### config.mk
export PLATFORM = sky130hd
export DESIGN_NAME = qspi_sck_gen
export DESIGN_NICKNAME = d
export VERILOG_FILES = /design/src/qspi_sck_gen.sv
export VERILOG_INCLUDE_DIRS = /design/src /design/src/include
export SDC_FILE = /design/constraint.sdc
export NUM_CORES = 1
export LEC_CHECK = 0
export ABC_AREA = 1
export ABC_CLOCK_PERIOD_IN_PS = 1100
export BUFFER_PORTS_ARGS = -buffer_cell sky130_fd_sc_hd__buf_2
export CORE_ASPECT_RATIO = 1.25
export CORE_MARGIN = 5
export CORE_UTILIZATION = 25
export CTS_BUF_LIST = sky130_fd_sc_hd__clkbuf_8
export DETAILED_ROUTE_END_ITERATION = 8
export SLEW_MARGIN = 30
export SYNTH_ARGS = -nofsm -noshare
export SYNTH_HDL_FRONTEND = slang
export SYNTH_SLANG_ARGS = --single-unit
### constraint.sdc
create_clock -name clk -period 1.1 [get_ports clk]
set_input_delay 0.275 -clock clk [delete_from_list [all_inputs] [get_ports clk]]
set_output_delay 0.275 -clock clk [all_outputs]
set_load 0.01 [all_outputs]
### src/include/qspi_consts.svh
// ##################
// quad-SPI controller constants, shared by RTL, model and testbench
// ##################

`ifndef QSPI_CONSTS_SVH
`define QSPI_CONSTS_SVH

// clk cycles per SCK half-period, minus one
`define QSPI_SCK_HALF 32'd8

// flash commands
`define QSPI_CMD_FREADQ 8'hEB
`define QSPI_CMD_QWRITE 8'h38

// SCK cycles between address and read data
`define QSPI_DUMMY_CYC 8

// 24-bit address, one nibble per SCK
`define QSPI_ADR_NIBBLES 6

// request queue entries
`define QSPI_QUEUE_DEPTH 2

`endif

### src/qspi_sck_gen.sv
// ##################
// SCK divider with edge strobes, plus SIO input synchronizer
// ##################

`default_nettype none

`include "qspi_consts.svh"

module qspi_sck_gen (
	input wire clk,
	input wire rst_n,
	input wire [3:0] sio_in,
	output logic sck,
	output logic fall_edge,
	output logic rise_edge,
	output logic [3:0] sio_sync
);

	localparam logic [7:0] HALF = 8'(`QSPI_SCK_HALF);

	logic [7:0] div_cnt;
	logic sck_d;
	logic [3:0] sio_mt0;
	logic [3:0] sio_mt1;

	always_ff @(posedge clk or negedge rst_n) begin
		if (!rst_n) begin
			div_cnt <= '0;
			sck <= 1'b1;
			sck_d <= 1'b1;
		end else begin
			sck_d <= sck;
			if (div_cnt == HALF) begin
				div_cnt <= '0;
				sck <= ~sck;
			end else begin
				div_cnt <= div_cnt + 8'd1;
			end
		end
	end

	// one clk wide, a cycle after SCK moves
	assign rise_edge = sck && !sck_d;
	assign fall_edge = !sck && sck_d;

	always_ff @(posedge clk or negedge rst_n) begin
		if (!rst_n) begin
			sio_mt0 <= '0;
			sio_mt1 <= '0;
			sio_sync <= '0;
		end else begin
			sio_mt0 <= sio_in;
			sio_mt1 <= sio_mt0;
			sio_sync <= sio_mt1;
		end
	end

endmodule

`default_nettype wire

==> flow_summary.yaml <==
global_route:
  grt_max_degree: 23
  grt_remaining_overflow: 0
  antenna_found_initial: 0
  grt_pass1_vias: 565
  grt_pass1_wl_um: 2373
  grtUsageTotal: 0.06810
drt:
  dr.pass1.iters: 4
  wl_per_cell_um: 10.10
  wl_um: 1394
  drc: 0
  first_iter_violations: 7
  dr_total_vias: 556
  drtAntennaViolNets: 0
  via_per_inst: 4.029
placement:
  place_hpwl_um: 917.6
  dpl_worst_slack_ns: 0.01156
  place_area_um2: 969.7
  place_congestion: 0.7589
  place_inst: 129
  port_buffers: 12
clock_network:
  htree_levels: 1
  numCtsBuffers: 3
  cts_sinks: 22
  cts_buffer_depth: 2
  cts_root_buf: "clkbuf_8"
  cts.clk_slew.worst_paths_ns: 0.08
  clkLatencyLatePin_ns: 0.26
  cts_tree: "yes"
yosys:
  yosys_register_bits: 22
  syn_avg_cell_area_um2: 10.92
  synth_cells: 77
  syn_nets: 85
  synth-seq-area-share: 0.6577
  ys.warnings.count: 0
  synthDistinctLibCells: 16
  synth_area_um2: 840.8
critical_path:
  crit_arrival_ns: 1.08
  critPathKind: "reg -> out"
  worst_setup_path_end_kind: "output pin"
  setup.worst_path.start_class: "flop"
  reg2reg_from: "div_cnt[1]"
  path_max_fanout: 4
  crit_required_ns: 0.82
  r2r-end: "sck"
  worst-r2r-cell-count: 6
  rrSetupSlack_ns: 0
sta:
  rsz0062_at_grt: "yes"
  hold_slack_ns: 0.1125
  tightestPinTransition_ns: 0.4749
  setup_viol: 4
  slew_viol_final: 0
  slew_headroom: 0.6834
  fin_ws_ns: -0.2555
  fin_skew_ns: 0.001372
  min_period_ns: 1.356
  setup_tns_ns: -0.6485
  fmax_mhz: 737.7
  post-route-period-util: 1.232
  hold_viol_final: 0
power:
  comb_power_share: 0.023
  p_sw_uw: 296.6
  ir_worst_vdd_mv: 0.9401
  p_per_area_mw_per_mm2: 1454
  switching_share: 0.1824
  seq_power_share: 0.513
  p_int_uw: 1330
  leakage_uw: 0.0005544
  clockPowerShare: 0.464
floorplanning:
  initial_core_util: 0.2609
  ioPinCount: 13
  die_area_mm2: 0.004630
  die_w_um: 61.87
  core_area_mm2: 0.003223
  die_h_um: 74.84
  rows: 23
worst_hold_path:
  holdPathStages: 1
  hold_class: "in -> reg"
  holdCritStartpoint: "sio_in[0]"
  min_to: "sio_mt0[0]"
layout:
  nets: 110
  stdcell_count: 138
  diodes: 0
  final_cell_mix: "dfrtp_1 (20), buf_2 (12), nand2_1 (11), inv_1 (10)"
  final_area_mm2: 0.001119
  syn_to_final_growth_pct: 33.04
  drive_gt1_frac: 0.4851
  final_common_cell: "dfrtp_1"
run_status:
  violations: "setup timing"
  outcome: "finished, violations left"
run:
  maxCapViolCount: 0
[stage by stage]
step / util / total power [µW]
after floorplan: - / 855.0
after CTS: 0.3307 / 1629
final: 0.3471 / 1626
after global placement: 0.3009 / 885.1
after global routing: 0.3471 / 1678
after detailed placement: 0.3009 / 887.0
[power groups by stage]
stage	Combinational [µW]	Sequential, µW	Clock (µW)
finish	36.7	835	755
global placement	34.5	851	0
floorplan	0.000162	855	0
global route	42.7	837	798
detailed placement	35.9	851	0
CTS	38.6	835	755
[cells by family (layout without fill, tap and decap cells)]
family                     count (synthesis)  after routing  synth area share
buffers and inverters                     14             38           0.06250
and+or+nand+nor                           35             35            0.2187
xor gates and xnor gates                   1              1           0.01042
AOI/OAI and AO/OA                          3              3           0.02083
DFF                                       22             22            0.6577
adders and majority gates                  2              2           0.02976
[cell usage after synthesis]
cell	instances	area, µm²
nor2_4	4	45.04
nor2_2	1	6.260
dfrtp_1	20	500.5
dfstp_2	2	52.55
nand2_1	14	52.55
nor2_1	8	30.03
nand3_2	1	10.01
nor3_1	1	5.000
nand3_1	2	10.01
ha_1	2	25.02
o21bai_1	1	7.510
o21ai_0	1	5.000
nand2_2	4	25.02
a21oi_1	1	5.000
inv_1	14	52.55
xnor2_1	1	8.760
[routing by layer]
metal	track usage	routed length, µm	vias up	share of wire
met5	0	0	-	0
met4	0.04481	31	0	0.022
met3	0.006861	28	4	0.020
met2	0.1129	736	7	0.53
met1	0.08190	597	268	0.43
li1	-	-	277	-
[what timing repair did]
action | 4_1_cts | 5_1_grt
pin swaps | 1 | 3
endpoints found under the setup margin | 5 | 9
resized for setup | 1 | 15
hold buffers | 1 | 0
gates cloned | 0 | 0
endpoints found under the hold margin | 20 | 0
buffers inserted | 2 | 2
[registers in the layout, summed over array words and instances (netlist names)]
register,cells
sck,1
sio_mt1,4
div_cnt,8
sio_sync,4
sio_mt0,4
sck_d,1
[worst max path at each step]
| stage | start | slack, ns | end | cells past startpoint |
|---|---|---|---|---|
| 3_5_place_dp | div_cnt[0] | 0.01 | sck | 6 |
| 3_3_place_gp | div_cnt[0] | 0.03 | sck | 6 |
| 5_1_grt | sck | -0.32 | rise_edge | 3 |
| 6_report | sck | -0.26 | rise_edge | 3 |
| 2_1_floorplan | div_cnt[0] | 0.03 | div_cnt[3] | 5 |
| 4_1_cts | sck | -0.25 | rise_edge | 3 |
[critical path, cell delays in order, from the launching register on]
cell and delay, ns:
dfstp_2 0.58, inv_2 0.05, nor2_2 0.07, buf_2 0.13
[cell type report]
| class | instances | area (µm²) |
|---|---|---|
| inverters | 14 | 52.55 |
| fillers | 331 | 2105 |
| well taps | 37 | 46.29 |
| clock buffers | 3 | 41.29 |
| flip-flops and latches | 22 | 553.0 |
| repair buffers | 20 | 122.6 |
| multi-input cells | 41 | 272.8 |
| clock inverters | 1 | 30.03 |
Power figures use the tool's default switching activity.
