## config.mk

```make
export PLATFORM = sky130hd
export DESIGN_NAME = qspi_engine
export DESIGN_NICKNAME = d
export VERILOG_FILES = /design/src/qspi_pkg.sv /design/src/qspi_engine.sv
export VERILOG_INCLUDE_DIRS = /design/src /design/src/include
export SDC_FILE = /design/constraint.sdc
export NUM_CORES = 1
export LEC_CHECK = 0
export ABC_AREA = 1
export BUFFER_PORTS_ARGS = -buffer_cell sky130_fd_sc_hd__buf_2
export CELL_PAD_IN_SITES_DETAIL_PLACEMENT = 1
export CELL_PAD_IN_SITES_GLOBAL_PLACEMENT = 2
export CORE_MARGIN = 3
export CORE_UTILIZATION = 34
export DETAILED_ROUTE_END_ITERATION = 6
export PLACE_DENSITY = 0.85
export SLEW_MARGIN = 5
export SYNTH_ARGS = -nofsm -noshare
export SYNTH_HDL_FRONTEND = slang
export SYNTH_SLANG_ARGS = --single-unit
export TNS_END_PERCENT = 5
```

## constraint.sdc

```tcl
create_clock -name clk -period 7.9 [get_ports clk]
set_input_delay 2.37 -clock clk [delete_from_list [all_inputs] [get_ports clk]]
set_output_delay 2.37 -clock clk [all_outputs]
set_load 0.1 [all_outputs]
```

## src/include/qspi_consts.svh

```systemverilog
// ##################
// quad-SPI controller constants, shared by RTL, model and testbench
// ##################

`ifndef QSPI_CONSTS_SVH
`define QSPI_CONSTS_SVH

// clk cycles per SCK half-period, minus one
`define QSPI_SCK_HALF 32'd8

// flash commands
`define QSPI_CMD_FREADQ 8'hEB
`define QSPI_CMD_QWRITE 8'h38

// SCK cycles between address and read data
`define QSPI_DUMMY_CYC 8

// 24-bit address, one nibble per SCK
`define QSPI_ADR_NIBBLES 6

// request queue entries
`define QSPI_QUEUE_DEPTH 2

`endif

```

## src/qspi_pkg.sv

```systemverilog
// ##################
// enums shared by the quad-SPI controller blocks
// ##################

`default_nettype none

package qspi_pkg;

	// serial engine phases
	typedef enum logic [2:0] {
		IDLE,
		CMD,
		ADR,
		WR_DATA,
		RD_WAIT,
		RD_DATA
	} qspi_state_e;

	typedef enum logic {
		OP_READ,
		OP_WRITE
	} mem_op_e;

	typedef enum logic [1:0] {
		SZ_BYTE,
		SZ_HALF,
		SZ_WORD
	} acc_size_e;

endpackage

`default_nettype wire

```

## src/qspi_engine.sv

```systemverilog
// ##################
// serial engine, runs one queued request at a time on CE_N and SIO
// command on SIO0, then address, then write data or dummy plus read data
// ##################

`default_nettype none

`include "qspi_consts.svh"

module qspi_engine (
	input wire clk,
	input wire rst_n,
	input wire fall_edge,
	input wire rise_edge,
	input wire [3:0] sio_sync,
	input wire q_valid,
	input wire qspi_pkg::mem_op_e q_op,
	input wire qspi_pkg::acc_size_e q_size,
	input wire [23:0] q_adr,
	input wire [31:0] q_wdata,
	output logic pop,
	output logic ce_n,
	output logic [3:0] sio_out,
	output logic sio_oe,
	output logic done,
	output qspi_pkg::mem_op_e done_op,
	output logic [31:0] rd_word
);

	localparam logic [2:0] ADR_LAST = 3'(`QSPI_ADR_NIBBLES - 1);
	localparam logic [2:0] WAIT_LAST = 3'(`QSPI_DUMMY_CYC - 1);

	// last nibble index of the data phase
	function automatic logic [2:0] nib_last(input qspi_pkg::acc_size_e sz);
		case (sz)
			qspi_pkg::SZ_BYTE: nib_last = 3'd1;
			qspi_pkg::SZ_HALF: nib_last = 3'd3;
			default: nib_last = 3'd7;
		endcase
	endfunction

	qspi_pkg::qspi_state_e state;
	qspi_pkg::qspi_state_e state_nx;

	qspi_pkg::mem_op_e op_r;
	qspi_pkg::acc_size_e size_r;
	logic [23:0] adr_r;
	logic [31:0] wdata_r;
	logic [31:0] rd_sh;

	logic [2:0] cmd_cnt;
	logic [2:0] adr_cnt;
	logic [2:0] wait_cnt;
	logic [2:0] data_cnt;

	logic take;
	logic data_end;
	logic [7:0] cmd_byte;
	logic [3:0] sio_nx;
	logic [4:0] rd_shift;

	always_comb begin
		state_nx = state;
		case (state)
			qspi_pkg::IDLE:
				if (q_valid)
					state_nx = qspi_pkg::CMD;
			qspi_pkg::CMD:
				if (cmd_cnt == 3'd0)
					state_nx = qspi_pkg::ADR;
			qspi_pkg::ADR:
				if (adr_cnt == 3'd0)
					state_nx = (op_r == qspi_pkg::OP_READ) ? qspi_pkg::RD_WAIT :
						qspi_pkg::WR_DATA;
			qspi_pkg::RD_WAIT:
				if (wait_cnt == 3'd0)
					state_nx = qspi_pkg::RD_DATA;
			qspi_pkg::WR_DATA, qspi_pkg::RD_DATA:
				if (data_cnt == 3'd0)
					state_nx = qspi_pkg::IDLE;
			default: state_nx = qspi_pkg::IDLE;
		endcase
	end

	assign take = fall_edge && (state == qspi_pkg::IDLE) && q_valid;
	assign data_end = fall_edge && (data_cnt == 3'd0) &&
		(state == qspi_pkg::WR_DATA || state == qspi_pkg::RD_DATA);

	always_ff @(posedge clk or negedge rst_n) begin
		if (!rst_n) begin
			state <= qspi_pkg::IDLE;
			pop <= 1'b0;
			done <= 1'b0;
		end else begin
			if (fall_edge)
				state <= state_nx;
			// head leaves the queue one clk after capture
			pop <= take;
			done <= data_end;
		end
	end

	always_ff @(posedge clk) begin
		if (take) begin
			op_r <= q_op;
			size_r <= q_size;
			adr_r <= q_adr;
			wdata_r <= q_wdata;
		end
	end

	// each counter holds its start value outside its own phase
	always_ff @(posedge clk or negedge rst_n) begin
		if (!rst_n) begin
			cmd_cnt <= 3'd7;
			adr_cnt <= ADR_LAST;
			wait_cnt <= WAIT_LAST;
			data_cnt <= 3'd7;
		end else if (fall_edge) begin
			cmd_cnt <= (state == qspi_pkg::CMD) ? cmd_cnt - 3'd1 : 3'd7;
			adr_cnt <= (state == qspi_pkg::ADR) ? adr_cnt - 3'd1 : ADR_LAST;
			wait_cnt <= (state == qspi_pkg::RD_WAIT) ? wait_cnt - 3'd1 : WAIT_LAST;
			if (state == qspi_pkg::WR_DATA || state == qspi_pkg::RD_DATA)
				data_cnt <= data_cnt - 3'd1;
			else
				data_cnt <= nib_last(size_r);
		end
	end

	assign cmd_byte = (op_r == qspi_pkg::OP_READ) ? `QSPI_CMD_FREADQ : `QSPI_CMD_QWRITE;

	always_comb begin
		case (state)
			qspi_pkg::CMD: sio_nx = {3'b000, cmd_byte[cmd_cnt]};
			qspi_pkg::ADR: sio_nx = adr_r[{adr_cnt, 2'b00} +: 4];
			qspi_pkg::WR_DATA: sio_nx = wdata_r[{data_cnt, 2'b00} +: 4];
			default: sio_nx = 4'h0;
		endcase
	end

	always_ff @(posedge clk or negedge rst_n) begin
		if (!rst_n) begin
			ce_n <= 1'b1;
			sio_out <= 4'h0;
			sio_oe <= 1'b0;
		end else begin
			ce_n <= (state == qspi_pkg::IDLE);
			sio_out <= sio_nx;
			sio_oe <= (state == qspi_pkg::CMD) || (state == qspi_pkg::ADR) ||
				(state == qspi_pkg::WR_DATA);
		end
	end

	// cleared during the dummy cycles, first nibble ends up on top
	always_ff @(posedge clk) begin
		if (fall_edge && state == qspi_pkg::RD_WAIT)
			rd_sh <= 32'd0;
		else if (rise_edge && state == qspi_pkg::RD_DATA)
			rd_sh <= {rd_sh[27:0], sio_sync};
	end

	always_comb begin
		case (size_r)
			qspi_pkg::SZ_BYTE: rd_shift = 5'd24;
			qspi_pkg::SZ_HALF: rd_shift = 5'd16;
			default: rd_shift = 5'd0;
		endcase
	end

	assign rd_word = rd_sh << rd_shift;
	assign done_op = op_r;

	a_no_drive_in_read: assert property (@(posedge clk) disable iff (!rst_n)
		(state == qspi_pkg::RD_DATA || (state == qspi_pkg::RD_WAIT && rise_edge)) |-> !sio_oe)
		else $error("SIO driven while the memory owns the bus");
	a_ce_idle: assert property (@(posedge clk) disable iff (!rst_n)
		(state == qspi_pkg::IDLE && fall_edge) |-> ce_n)
		else $error("CE_N low with engine idle");

endmodule

`default_nettype wire

```

==> run metrics <==
Synth area leaders=edfxtp_1 (33%), dfxtp_1 (12%), nand2_1 (7.3%); starting density of the core=35.15%; CP max FO=27; Syn Nets=625; overflow left after global routing=0; H-tree depth=4; initial antenna violation count=0; Pwr Density=435.7 mW/mm^2; final instance area=0.006594 mm^2; Setup Buffers After CTS=0; gr usage total=15.59%; Slew @ Worst Pin=1.009 ns; first-pass GRT wire length=21.67 mm; clock latency on the worst-skew pair=0.41 ns; area share of the largest cell type after synthesis=32.67%; Tmin final=5.175 ns; crit path kind=reg2out; worst hold slack=0.4535 ns; die width=132.3 um; drt first pass iters=4; CTS tree=built; FF/Latch Area=0.003003 mm^2; routed wire length=13.13 mm; dpl hpwl=9.446 mm; CTS buffer count=17; Vias/cell=4.590; die area=0.01750 mm^2; Mapped Cells=549; area growth from synthesis to layout=21.60%; Max VDD drop=0.3315 mV; Clock Path Buffers=2; pre-CTS setup slack=3.160 ns; Leak=3.017 nW; Final WS setup=2.725 ns; CP Launch Type=flop; met1 WL=5.993 mm; number of core rows=45; die height=132.3 um; pin count of the biggest net entering global routing=65; max_cap viols=0; post-synth top area cell=edfxtp_1; outcome=finished clean; cts hold-fix bufs=0; Port Buffers=108; routed len/inst=14.97 um; cell area after synthesis=0.005423 mm^2; CTS Root Cell=clkbuf_16; final period utilization=65.50%; # DRC=0; Clock transition at path regs=0.06 ns; RSZ-0062 raised after global routing=false; top routing layer in use=met4; Setup violations, final=0; Netlist cell types=38; Ports=109; Final Hold Violating Endpoints=0; Via Count=4025; Placement Cell Area=0.006042 mm^2; setup TNS=0 ns; # diodes=0; pins over their slew limit=0; Met3 Routed Length=492 um; share of layout cells above drive strength 1=36.49%; metal2 WL=6.479 mm; core area=0.01543 mm^2; vias in the first global route=4302; routability cong.=0.7827; Seq/Total Area, Yosys=55.38%; post-cts resize count=0; Ys Warns=0; Mapped Avg Cell Area=9.877 um^2; number of routed nets with antenna violations=0; fillers=1825; number of clock sinks=114; Final Net Count=729; clock skew=0.01037 ns; total power=0.002873 W; Critical Path Sink Type=output port; top achievable clock speed=193.2 MHz; Data arrival, critical path=2.80 ns; critical path data required time=5.53 ns; Slew Limit Headroom=32.76%; multi-input combinational cell area=0.001927 mm^2; synthesized flop and latch total=114; Initial DRC Count=153; worst hold path class=reg2reg
## flip-flops by register name (all words and copies together), names as in the netlist, 2 cells and up
name      flops
wait_cnt      3
cmd_cnt       3
adr_cnt       3
sio_out       4
data_cnt      3
wdata_r      32
adr_r        24
size_r        2
rd_sh        32
state         3
## layout by cell type (no fill, tap or decap), types with 4 or more instances in the layout
cell type / count
buf_2: 108
nand2_1: 105
inv_1: 68
edfxtp_1: 59
o21ai_0: 51
nor2_1: 37
a21oi_2: 33
dfxtp_1: 32
nand3_1: 31
o21ai_2: 30
clkbuf_16: 19
dfstp_2: 12
dfrtp_1: 11
ha_1: 8
nand2_2: 7
clkinv_2: 6
nor2_4: 5
inv_4: 5
inv_2: 4
nand3_2: 4
## power by group
part | switching [W] | total (W) | internal, W
Clock | 0.000262 | 0.000705 | 0.000443
Sequential | 0.000167 | 0.000977 | 0.000810
Combinational | 0.000930 | 0.00119 | 0.000261
Total | 0.00136 | 0.00287 | 0.00151
## cell families (layout without fill, tap and decap cells)
| group | Yosys count | after routing | share of synthesized area (%) |
|---|---|---|---|
| simple gates | 195 | 195 | 16.34 |
| xor+xnor | 4 | 4 | 0.6462 |
| flops | 114 | 114 | 55.38 |
| buf+inv | 101 | 218 | 9.368 |
| compound gates | 127 | 127 | 16.43 |
| fa+ha+maj | 8 | 8 | 1.846 |
## synth_stat cells
| library cell | number |
|---|---|
| a21oi_1 | 2 |
| nand3_1 | 31 |
| buf_8 | 2 |
| buf_1 | 1 |
| nor2_4 | 5 |
| edfxtp_1 | 59 |
| nand2_4 | 1 |
| inv_4 | 3 |
| buf_12 | 1 |
| o211ai_1 | 2 |
| o21ai_2 | 30 |
| o21ai_1 | 3 |
| buf_6 | 8 |
| dfrtp_1 | 11 |
| xnor2_1 | 1 |
| dfxtp_1 | 32 |
| inv_1 | 68 |
| clkinv_1 | 1 |
| dfstp_2 | 12 |
| o21a_1 | 3 |
| a21oi_2 | 33 |
| buf_4 | 4 |
| or2_2 | 2 |
| nand2_2 | 7 |
| ha_1 | 8 |
| clkbuf_1 | 3 |
| nand3_2 | 4 |
| nor2_1 | 37 |
| o21ai_0 | 51 |
| inv_2 | 4 |
| buf_2 | 6 |
| nand2_1 | 105 |
| a22oi_1 | 2 |
| nor4_1 | 1 |
| xor2_1 | 3 |
| nand4_4 | 1 |
| a31oi_1 | 1 |
| nor2_2 | 1 |
## through the flow
step | utilization (%) | cells
5_1_grt | 42.74 | 877
4_1_cts | 42.74 | 877
2_1_floorplan | - | 549
3_3_place_gp | 39.16 | 845
3_5_place_dp | 39.16 | 845
6_report | 42.74 | 877
## routing by layer
metal / GRT usage (%) / up-vias
met2: 25.83 / 67
met1: 19.54 / 1929
met3: 4.618 / 9
met5: 0 / -
met4: 5.254 / 0
li1: - / 2020
## worst paths after layout
path                           start     endpoint  slack [ns]  depth (start not counted)
setup / recovery           size_r[1]  rd_word[16]        2.73                          3
hold / removal             rd_sh[30]    rd_sh[30]        0.45                          2
setup reg to reg            state[2]    rd_sh[30]        5.83                          4
hold reg to reg            rd_sh[30]    rd_sh[30]        0.45                          2
max in group asynchronous      rst_n   adr_cnt[0]        5.56                          1
min in group asynchronous      rst_n   sio_out[0]        1.94                          1
## worst max-delay path, cell delays in order (launching register included)
cell	delay, ns
edfxtp_1	0.97
inv_1	0.58
o21ai_0	0.35
buf_2	0.48
## final cells by class
cell class	instances	area share, %
flip-flops and latches	114	45.54
repair buffers	110	8.425
well taps	211	4.004
inverters	76	4.440
clock buffers	23	7.590
multi-input cells	334	29.22
clock inverters	9	0.7780
Note: power is estimated with default switching activity, not from simulation.
