File: src/include/qspi_consts.svh
// ##################
// quad-SPI controller constants, shared by RTL, model and testbench
// ##################

`ifndef QSPI_CONSTS_SVH
`define QSPI_CONSTS_SVH

// clk cycles per SCK half-period, minus one
`define QSPI_SCK_HALF 32'd8

// flash commands
`define QSPI_CMD_FREADQ 8'hEB
`define QSPI_CMD_QWRITE 8'h38

// SCK cycles between address and read data
`define QSPI_DUMMY_CYC 8

// 24-bit address, one nibble per SCK
`define QSPI_ADR_NIBBLES 6

// request queue entries
`define QSPI_QUEUE_DEPTH 2

`endif

File: src/qspi_pkg.sv
// ##################
// enums shared by the quad-SPI controller blocks
// ##################

`default_nettype none

package qspi_pkg;

	// serial engine phases
	typedef enum logic [2:0] {
		IDLE,
		CMD,
		ADR,
		WR_DATA,
		RD_WAIT,
		RD_DATA
	} qspi_state_e;

	typedef enum logic {
		OP_READ,
		OP_WRITE
	} mem_op_e;

	typedef enum logic [1:0] {
		SZ_BYTE,
		SZ_HALF,
		SZ_WORD
	} acc_size_e;

endpackage

`default_nettype wire

File: src/qspi_host_port.sv
// ##################
// CPU side of the controller, turns strobes into queue entries
// and engine completions back into CPU strobes
// ##################

`default_nettype none

module qspi_host_port (
	input wire clk,
	input wire rst_n,
	input wire req,
	input wire qspi_pkg::mem_op_e req_op,
	input wire qspi_pkg::acc_size_e req_size,
	input wire [31:0] req_adr,
	input wire [31:0] req_wdata,
	output logic push,
	output qspi_pkg::mem_op_e push_op,
	output qspi_pkg::acc_size_e push_size,
	output logic [23:0] push_adr,
	output logic [31:0] push_wdata,
	input wire done,
	input wire qspi_pkg::mem_op_e done_op,
	input wire [31:0] rd_word,
	output logic rd_valid,
	output logic [31:0] rd_data,
	output logic wr_done
);

	// lowest-address byte goes out first, so it lands in the top used byte
	function automatic logic [31:0] wire_order(input logic [31:0] d,
			input qspi_pkg::acc_size_e sz);
		case (sz)
			qspi_pkg::SZ_BYTE: wire_order = {24'd0, d[7:0]};
			qspi_pkg::SZ_HALF: wire_order = {16'd0, d[7:0], d[15:8]};
			default: wire_order = {d[7:0], d[15:8], d[23:16], d[31:24]};
		endcase
	endfunction

	always_ff @(posedge clk or negedge rst_n) begin
		if (!rst_n)
			push <= 1'b0;
		else
			push <= req;
	end

	always_ff @(posedge clk) begin
		if (req) begin
			push_op <= req_op;
			push_size <= req_size;
			push_adr <= req_adr[23:0];
			push_wdata <= wire_order(req_wdata, req_size);
		end
	end

	// engine returns the read word left-aligned in wire order
	assign rd_data = {rd_word[7:0], rd_word[15:8], rd_word[23:16], rd_word[31:24]};
	assign rd_valid = done && (done_op == qspi_pkg::OP_READ);
	assign wr_done = done && (done_op == qspi_pkg::OP_WRITE);

	a_req_size_legal: assert property (@(posedge clk) disable iff (!rst_n)
		req |-> req_size inside {qspi_pkg::SZ_BYTE, qspi_pkg::SZ_HALF, qspi_pkg::SZ_WORD})
		else $error("illegal access size on request");

endmodule

`default_nettype wire

File: config.mk
export PLATFORM = sky130hd
export DESIGN_NAME = qspi_host_port
export DESIGN_NICKNAME = d
export VERILOG_FILES = /design/src/include/qspi_consts.svh /design/src/qspi_pkg.sv /design/src/qspi_host_port.sv
export SDC_FILE = /design/constraint.sdc
export NUM_CORES = 1
export LEC_CHECK = 0
export BUFFER_PORTS_ARGS = -buffer_cell sky130_fd_sc_hd__buf_2
export CORE_MARGIN = 5
export CORE_UTILIZATION = 35
export DETAILED_ROUTE_END_ITERATION = 8
export GPL_ROUTABILITY_DRIVEN = 0
export HOLD_SLACK_MARGIN = 0.02
export PLACE_DENSITY = 0.86
export SLEW_MARGIN = 20
export SYNTH_ARGS = -nofsm -noshare
export SYNTH_HDL_FRONTEND = slang
export SYNTH_SLANG_ARGS = --single-unit
File: constraint.sdc
create_clock -name clk -period 0.8 [get_ports clk]
set_input_delay 0.04 -clock clk [delete_from_list [all_inputs] [get_ports clk]]
set_output_delay 0.04 -clock clk [all_outputs]
set_load 0.005 [all_outputs]
==> out/metrics.csv, run 1 <==
stage,metric,value,unit
status,status,finished with violations,
status,failing checks,negative setup slack,
setup_path,CP peak stage delay,400,ps
drt,Via density,4.43,
setup_path,sequence of cells on the critical path,buf_2,
pwr,power per cell area,2190,nW/µm²
yosys,#FFs+latches synth,60,
yosys,largest cells by area after synthesis,"edfxtp_1 (72%), buf_4 (10%), and2_1 (4.3%)",
clocking,Bufs on Longest Clock Path,2,
hold_path,Hold Path Class,primary input to register,
layout,fin cells,423,
sta,final count of negative-setup-slack endpoints,61,
sta,max_slew headroom,0.845,
floorplanning,width of the die,94.0,µm
drt,DR WL/cell,16.9,µm
floorplanning,die area,8830,µm²
sta,fin crit share,1.14,
grt,GRT busiest layer,met2,
floorplanning,initial core utilization,0.361,
hold_path,Hold Path Sink,push_wdata[9],
setup_path,worst-path fanout max,1,
drt,drt first pass iters,4,
drt,Routed Antenna Nets,0,
clocking,H-tree depth,3,
yosys,Yosys top cell area share,0.718,
grt,GRT Total Usage,0.164,
clocking,root buffer cell,clkbuf_8,
setup_path,arrival time at the worst endpoint,870,ps
sta,setup TNS,-4340,ps
floorplanning,FP Rows,30,
clocking,clock transition at the registers of the reported paths,60,ps
grt,largest net degree at the start of global routing,39,
grt,met2 usage,0.290,
layout,Final Cell Area,3800,µm²
sta,worst slew pin tran,232,ps
drt,overall routed net length,7130,µm
sta,Fmax achieved,1100,MHz
yosys,Yosys cell types,12,
layout,number of fill cells,554,
setup_path,Buffers & Inverters on Critical Path,1,
floorplanning,Core Region,6830,µm²
sta,Slew Limit Fails,0,
yosys,"area leader, netlist",edfxtp_1,
place,Final HPWL DP,4510,µm
yosys,gate count of the mapped netlist,165,
setup_path,"slowest stage cell, crit path",edfxtp_1,
layout,share of layout cells above drive strength 1,0.439,
yosys,synthesized area per cell,15.0,µm²
floorplanning,IO Count,198,
drt,DRT iter0 DRCs,80,
grt,met1 Use GR,0.151,
place,Post-Place Cell Area,3010,µm²
yosys,register area share after synthesis,0.728,
run,Max Cap Violations,0,
setup_path,Worst Path Required,760,ps
place,placed cells,354,
grt,GR Layer Usage met3,0.0689,
yosys,synthesized net count,269,
yosys,YS warnings,0,
layout,synthesis-to-layout area growth,53.8,%
clocking,CTS tree,yes,
pwr,total power,8320,µW
setup_path,Top delay family on crit path,flip-flops,
grt,total gr overflow,0,
floorplanning,die height,94.0,µm
grt,initial antenna violation count,0,
layout,nets,425,
setup_path,CP Capture Type,output pin,
hold_path,Min-Delay Path Depth,3,
sta,min Tclk post-route,912,ps
pwr,leakage power,0.00164,µW
hold_path,hold path start,req_wdata[17],
pwr,VDD IR-drop max,1020,µV
drt,Vias,1876,
clocking,CTS sink count,60,
place,number of port buffers,125,
yosys,Synth Cell Area,2470,µm²
sta,RSZ-0062 raised after global routing,true,
setup_path,WS Path Type,register to output pin,
sta,Final Worst Setup Slack,-112,ps
clocking,number of CTS-inserted buffers,9,
grt,vias in the first global route,2039,
sta,Final Hold Violating Endpoints,0,
grt,first-pass GRT wire length,10600,µm
place,pre-CTS setup slack,-64.5,ps
setup_path,Worst Setup Start Kind,register,
drt,drt drc,0,
[synth_stat cells]
master and n:
o21ai_0 11, nor2b_1 1, dfrtp_1 1, buf_12 1, clkbuf_1 2, and2_1 17, buf_4 33, o21ai_1 5
mux2i_1 8, buf_6 3, edfxtp_1 59, nand2_1 24
[power breakdown]
group          leakage [µW]  switching (µW)  internal (µW)  total (µW)
registers          0.000586            75.7           3750        3820
logic              0.000932             411            554         965
clock network      0.000125            1150           2380        3530
total               0.00164            1640           6680        8320
[metal layers]
layer	vias up	wire length [µm]
met5	-	0
met1	877	2340
met3	35	756
met4	0	324
li1	861	-
met2	103	3710
[cell families after synthesis]
logic type | Yosys count | synth area share
compound gates | 16 | 0.0324
buf+inv | 39 | 0.125
flops | 60 | 0.728
mux | 8 | 0.0324
simple gates | 42 | 0.0821
[registers in the layout, summed over array words and instances, names as in the netlist]
name / cells
push: 1
push_op: 1
push_adr: 24
push_size: 2
push_wdata: 32
[placed cells by master (no fill, tap or decap), types with 6 or more instances in the layout]
master         synthesis  layout
mux2i_1                8       8
o21ai_0               11      10
buf_2                  0     123
nand2_1               24      24
o21ai_1                5       6
and2_1                17      17
dlygate4sd3_1          0      54
edfxtp_1              59      59
clkbuf_8               0       9
[stage by stage]
stage | hold WS [ps] | util
4_1_cts | 20.1 | 0.555
3_5_place_dp | -181 | 0.440
6_report | 28.0 | 0.556
5_1_grt | 22.3 | 0.555
2_1_floorplan | -256 | -
3_3_place_gp | -184 | 0.440
[worst max-delay path by stage]
| stage | start | slack (ps) | cells after the start | endpoint |
|---|---|---|---|---|
| 2_1_floorplan | req_size[0] | 40 | 4 | push_wdata[4] |
| 3_3_place_gp | req_size[0] | -10 | 4 | push_wdata[1] |
| 3_5_place_dp | req_size[0] | -60 | 4 | push_wdata[1] |
| 4_1_cts | push_wdata[4] | -150 | 1 | push_wdata[4] |
| 5_1_grt | push_wdata[4] | -160 | 1 | push_wdata[4] |
| 6_report | push_wdata[4] | -110 | 1 | push_wdata[4] |
[final cells by class]
type | count | area (µm²) | area share
antenna | 1 | 2.50 | 0.000659
sequential | 60 | 1800 | 0.473
timing repair buffer | 184 | 1260 | 0.332
clock buffer | 11 | 131 | 0.0346
tap | 96 | 120 | 0.0316
clock inverter | 5 | 124 | 0.0326
multi-input combinational | 66 | 363 | 0.0956
[repair_timing]
action / CTS / global route
pin swaps: 0 / 1
hold endpoints to repair: 53 / 1
resized for setup: 0 / 1
hold buffers: 53 / 1
setup buffers: 0 / 0
setup endpoints to repair: 60 / 62
No activity file was read; power rests on OpenSTA's default activity.
==> run 2: changes to the inputs <==
Settings changed: CORE_UTILIZATION 35 to 39, PLACE_DENSITY 0.86 to 0.88.
Clock period 0.8 ns to 0.9 ns, I/O delays scaled along.
==> run 2 against run 1 <==
The run still ends with negative setup slack left. First-iteration DRC count is 10% lower. Die area is 9.2% lower. Sequential power is 11% lower. Combinational power is 16% lower. Wire length is 6.5% lower. Final cell count is 7.8% lower. Power is 17% lower. Non-clock buffer count is 13 lower. Critical path depth stayed put. Global-route usage is 0.70 points lower.
==> out/metrics.csv, run 2 (same netlist as run 1, synthesis figures left out) <==
stage,metric,value,unit,change
status,status,finished with violations,,unchanged
status,failing checks,negative setup slack,,unchanged
layout,Top reg by flops,push_wdata,,unchanged
clocking,number of CTS-inserted buffers,9,,unchanged
layout,highest-count cells in the layout ignoring fill and taps,"buf_2 (125), edfxtp_1 (59), dlygate4sd3_1 (42), nand2_1 (24), and2_1 (17)",,"was buf_2 (123), edfxtp_1 (59), dlygate4sd3_1 (54), nand2_1 (24), and2_1 (17)"
hold_path,Hold Path Class,primary input to register,,unchanged
floorplanning,die area,8020,µm²,was 8830 µm²
setup_path,WS Path Type,register to output pin,,unchanged
drt,DRT iter0 DRCs,72,,was 80
drt,drt drc,0,,unchanged
hold_path,Min-Delay Path Depth,3,,unchanged
floorplanning,initial core utilization,0.396,,was 0.361
layout,# diodes,0,,was 1
sta,max_slew headroom,0.898,,was 0.845
drt,drt first pass iters,5,,was 4
sta,Fmax achieved,1090,MHz,
sta,Final Hold Violating Endpoints,0,,unchanged
clocking,CTS tree,yes,,unchanged
layout,"commonest non-fill, non-tap cell in the layout",buf_2,,unchanged
sta,RSZ-0062 raised after global routing,true,,unchanged
sta,fin crit share,1.02,,
clocking,CTS sink count,60,,unchanged
pwr,leakage power,0.00157,µW,was 0.00164 µW
pwr,VDD IR-drop max,910,µV,was 1020 µV
setup_path,Worst Setup Start Kind,register,,unchanged
sta,Final Worst Setup Slack,-16.1,ps,was -112 ps
setup_path,arrival time at the worst endpoint,870,ps,about the same
drt,DR WL/cell,17.1,µm,was 16.9 µm
sta,final count of negative-setup-slack endpoints,2,,was 61
grt,largest net degree at the start of global routing,50,,was 39
sta,hold_ws,31.8,ps,was 28.0 ps
grt,vias in the first global route,1772,,"was 2,039"
grt,GRT Total Usage,0.157,,was 0.164
layout,share of layout cells above drive strength 1,0.460,,was 0.439
sta,min Tclk post-route,916,ps,
drt,M1 wire length,2210,µm,was 2340 µm
layout,max reg flops,32,,unchanged
drt,Routed Antenna Nets,0,,unchanged
place,Final HPWL DP,4240,µm,was 4510 µm
run,Max Cap Violations,0,,unchanged
clocking,root buffer cell,clkbuf_8,,unchanged
setup_path,CP Capture Type,output pin,,unchanged
drt,Vias,1801,,"was 1,876"
drt,met3 wire len,710,µm,was 756 µm
layout,nets,412,,was 425
drt,Top Metal Used,met4,,unchanged
floorplanning,die height,89.6,µm,was 94.0 µm
place,pre-CTS setup slack,27.0,ps,was -64.5 ps
sta,Slew Limit Fails,0,,unchanged
grt,total gr overflow,0,,unchanged
place,Post-Place Cell Area,2960,µm²,was 3010 µm²
grt,first-pass GRT wire length,9120,µm,"was 10,600 µm"
floorplanning,FP Rows,29,,was 30
setup_path,worst-path fanout max,1,,unchanged
setup_path,sequence of cells on the critical path,buf_2,,unchanged
layout,fin cells,390,,was 423
setup_path,CP peak stage delay,410,ps,was 400 ps
drt,Via density,4.62,,was 4.43
setup_path,path length in cells of the critical path,1,,unchanged
setup_path,Buffers & Inverters on Critical Path,1,,unchanged
layout,Final Cell Area,3610,µm²,was 3800 µm²
layout,top flop regs,"push_wdata x32, push_adr x24, push_size x2",,unchanged
drt,overall routed net length,6670,µm,was 7130 µm
layout,synthesis-to-layout area growth,46.2,%,was 53.8%
clocking,Bufs on Longest Clock Path,2,,unchanged
grt,initial antenna violation count,0,,unchanged
setup_path,Worst Path Required,850,ps,was 760 ps
sta,worst slew pin tran,148,ps,was 232 ps
place,number of port buffers,125,,unchanged
setup_path,Top delay family on crit path,flip-flops,,unchanged
pwr,power per cell area,1910,nW/µm²,was 2190 nW/µm²
place,placed cells,332,,was 354
clocking,clock transition at the registers of the reported paths,70,ps,was 60 ps
floorplanning,width of the die,89.6,µm,was 94.0 µm
floorplanning,IO Count,198,,unchanged
setup_path,"slowest stage cell, crit path",edfxtp_1,,unchanged
sta,setup TNS,-28.2,ps,was -4340 ps
floorplanning,Core Region,6240,µm²,was 6830 µm²
drt,routed wl met2,3550,µm,was 3710 µm
clocking,H-tree depth,3,,unchanged
run 2: cell types whose count changed in the layout (fill, tap and decap cells not counted), sizes merged:
| cell | before | now |
|---|---|---|
| buf | 130 | 129 |
| bufinv | 4 | 2 |
| dlygate4sd3 | 54 | 42 |
| diode | 1 | 0 |
| clkbuf | 11 | 12 |
| clkinvlp | 0 | 1 |
run 2: where the power goes:
part	switching, µW	internal [µW]
logic	355	453
registers	65.7	3330
clock network	989	1710
total	1410	5490
run 2: timing repair:
item / 4_1_cts / 5_1_grt
setup buffers: 0 / 0
setup endpoints to repair: 5 / 34
endpoints found under the hold margin: 41 / 0
cloned: 0 / 0
hold buffers: 42 / 0
resized for setup: 0 / 0
run 2: area by class of cell:
| type | count | area, µm² |
|---|---|---|
| tap | 77 | 96.3 |
| fill | 463 | 2630 |
| clock buffer | 12 | 155 |
| clock inverter | 4 | 72.6 |
| timing repair buffer | 171 | 1130 |
| sequential | 60 | 1800 |
| multi-input combinational | 66 | 363 |
run 2: path summary, 6_finish.rpt:
path                                from             end
worst max-delay path         push_adr[6]     push_adr[6]
worst min-delay path       req_wdata[18]  push_wdata[10]
max in group asynchronous          rst_n            push
min in group asynchronous          rst_n            push
run 2: through the flow:
stage	util	power, µW
finish	0.578	6900
global route	0.578	7200
CTS	0.578	6930
detailed placement	0.475	4100
global placement	0.475	4070
floorplan	-	3740
run 2: metal layers:
layer | vias to the layer above | GRT usage
met2 | 100 | 0.299
met1 | 831 | 0.155
li1 | 830 | -
met5 | - | 0
met3 | 40 | 0.0406
met4 | 0 | 0.0758
==> run 3: changes to the inputs <==
--- a/config.mk
+++ b/config.mk
@@ -8,4 +8,5 @@
 export BUFFER_PORTS_ARGS = -buffer_cell sky130_fd_sc_hd__buf_2
+export CAP_MARGIN = 20
 export CORE_MARGIN = 5
-export CORE_UTILIZATION = 39
+export CORE_UTILIZATION = 42
 export DETAILED_ROUTE_END_ITERATION = 8
@@ -13,3 +14,3 @@
 export HOLD_SLACK_MARGIN = 0.02
-export PLACE_DENSITY = 0.88
+export PLACE_DENSITY = 0.93
 export SLEW_MARGIN = 20
==> constraint.sdc (replaced) <==
create_clock -name clk -period 1.1 [get_ports clk]
set_input_delay 0.055 -clock clk [delete_from_list [all_inputs] [get_ports clk]]
set_output_delay 0.055 -clock clk [all_outputs]
set_load 0.01 [all_outputs]
==> run 3 against run 2 <==
The run now ends clean. Combinational power decreased by 9.2%. Die area decreased by 6.4%. Flip-flop and latch count unchanged. Critical path depth unchanged. Power decreased by 25%. Count of clock-buffer cells in the layout increased by 1. Wire length increased by 16%. Non-clock buffer count decreased by 6. Critical endpoint is now push_adr[0]. Largest cell class unchanged. Highest routed layer unchanged.
==> out/metrics.csv, run 3 (same netlist as run 1, synthesis figures left out) <==
stage,metric,value,unit,change
layout,highest-count cells in the layout ignoring fill and taps,"buf_2 (125), edfxtp_1 (59), dlygate4sd3_1 (38), nand2_1 (24), and2_1 (17)",,"was buf_2 (125), edfxtp_1 (59), dlygate4sd3_1 (42), nand2_1 (24), and2_1 (17)"
setup_path,worst-path fanout max,1,,unchanged
layout,max reg flops,32,,unchanged
layout,nets,406,,was 412
setup_path,Worst Setup Start Kind,register,,unchanged
setup_path,sequence of cells on the critical path,buf_2,,unchanged
grt,largest net degree at the start of global routing,61,,was 50
clocking,buffer count from post-CTS setup fixing,0,,unchanged
status,status,finished clean,,was finished with violations
sta,setup TNS,0,ps,was -28.2 ps
sta,Slew Limit Fails,0,,unchanged
drt,Via density,4.84,,was 4.62
pwr,VDD IR-drop max,882,µV,was 910 µV
drt,drt first pass iters,5,,unchanged
layout,# diodes,0,,unchanged
clocking,post-CTS sizing,0,,unchanged
sta,final count of negative-setup-slack endpoints,0,,was 2
drt,Routed Antenna Nets,0,,unchanged
place,Post-Place Cell Area,2920,µm²,was 2960 µm²
hold_path,Min-Delay Path Depth,2,,was 3
sta,fin crit share,0.873,,
setup_path,Buffers & Inverters on Critical Path,1,,unchanged
setup_path,WS Path Type,register to output pin,,unchanged
setup_path,Top delay family on crit path,flip-flops,,unchanged
place,number of port buffers,125,,unchanged
setup_path,Worst Path Required,1040,ps,was 850 ps
pwr,total power,5150,µW,was 6900 µW
floorplanning,initial core utilization,0.424,,was 0.396
sta,hold_ws,31.7,ps,was 31.8 ps
layout,share of layout cells above drive strength 1,0.450,,was 0.460
clocking,Bufs on Longest Clock Path,2,,unchanged
setup_path,CP peak stage delay,410,ps,about the same
grt,total gr overflow,0,,unchanged
sta,Fmax achieved,1040,MHz,
floorplanning,FP Rows,28,,was 29
pwr,power per cell area,1490,nW/µm²,was 1910 nW/µm²
layout,synthesis-to-layout area growth,39.8,%,was 46.2%
setup_path,"slowest stage cell, crit path",edfxtp_1,,unchanged
drt,overall routed net length,7750,µm,was 6670 µm
pwr,leakage power,0.00150,µW,was 0.00157 µW
clocking,CTS tree,yes,,unchanged
grt,GRT Total Usage,0.201,,was 0.157
setup_path,CP Capture Type,output pin,,unchanged
layout,Final Cell Area,3450,µm²,was 3610 µm²
sta,RSZ-0062 raised after global routing,false,,was true
drt,DR WL/cell,20.3,µm,was 17.1 µm
sta,min Tclk post-route,960,ps,
floorplanning,width of the die,86.7,µm,was 89.6 µm
clocking,CTS sink count,60,,unchanged
drt,drt drc,0,,unchanged
layout,post-layout util,0.594,,was 0.578
sta,Final Hold Violating Endpoints,0,,unchanged
clocking,H-tree depth,3,,unchanged
place,Final HPWL DP,4590,µm,was 4240 µm
run,Max Cap Violations,0,,unchanged
sta,worst slew pin tran,408,ps,was 148 ps
floorplanning,Core Region,5820,µm²,was 6240 µm²
floorplanning,die area,7510,µm²,was 8020 µm²
hold_path,Hold Path Class,primary input to register,,unchanged
floorplanning,die height,86.7,µm,was 89.6 µm
setup_path,arrival time at the worst endpoint,900,ps,was 870 ps
drt,DRT iter0 DRCs,124,,was 72
layout,Top reg by flops,push_wdata,,unchanged
clocking,number of CTS-inserted buffers,9,,unchanged
grt,initial antenna violation count,0,,unchanged
clocking,clock transition at the registers of the reported paths,70,ps,about the same
drt,Vias,1850,,"was 1,801"
layout,number of fill cells,403,,was 463
clocking,root buffer cell,clkbuf_8,,unchanged
grt,first-pass GRT wire length,10700,µm,was 9120 µm
sta,max_slew headroom,0.728,,was 0.898
floorplanning,IO Count,198,,unchanged
grt,vias in the first global route,1915,,"was 1,772"
layout,top flop regs,"push_wdata x32, push_adr x24, push_size x2",,unchanged
setup_path,path length in cells of the critical path,1,,unchanged
layout,"commonest non-fill, non-tap cell in the layout",buf_2,,unchanged
run 3: changes by cell type in the layout (fill, tap and decap cells not counted), sizes merged:
cell	delta
buf	-2
clkinv	+2
clkinvlp	-1
bufinv	-2
dlygate4sd3	-4
clkbuf	+1
run 3: per-stage QoR:
step | worst slack (ps) | instances
after floorplan | 327 | 165
after global placement | 134 | 328
after detailed placement | 53.2 | 328
after CTS | 128 | 381
after global routing | 102 | 382
final | 140 | 382
run 3: where the power goes:
part	internal [µW]	total [µW]	switching, µW	leakage, µW
logic	351	734	383	0.000840
registers	2730	2780	57.5	0.000586
clock network	806	1630	823	0.0000788
total	3880	5150	1260	0.00150
run 3: path summary, 6_finish.rpt:
kind | start | end | slack, ps
worst max-delay path | push_adr[0] | push_adr[0] | 140
max in group asynchronous | rst_n | push | 920
worst min-delay path | req_wdata[10] | push_wdata[18] | 30
min in group asynchronous | rst_n | push | 80
run 3: cell type report:
cell class                 count  area [µm²]  area share
timing repair buffer         165        1050       0.303
clock buffer                  13         139      0.0402
sequential                    60        1800       0.520
multi-input combinational     66         363       0.105
clock inverter                 3        13.8     0.00399
tap                           75        93.8      0.0272
run 3: timing repair:
action,in CTS,in global routing
hold buffers,37,1
endpoints found under the hold margin,37,1
setup endpoints to repair,0,0
run 3: layer usage:
layer	routed length, µm	track usage	vias to the layer above
li1	-	-	819
met1	2260	0.164	852
met2	4270	0.387	131
met3	793	0.0817	48
met4	428	0.120	0
met5	0	0	-
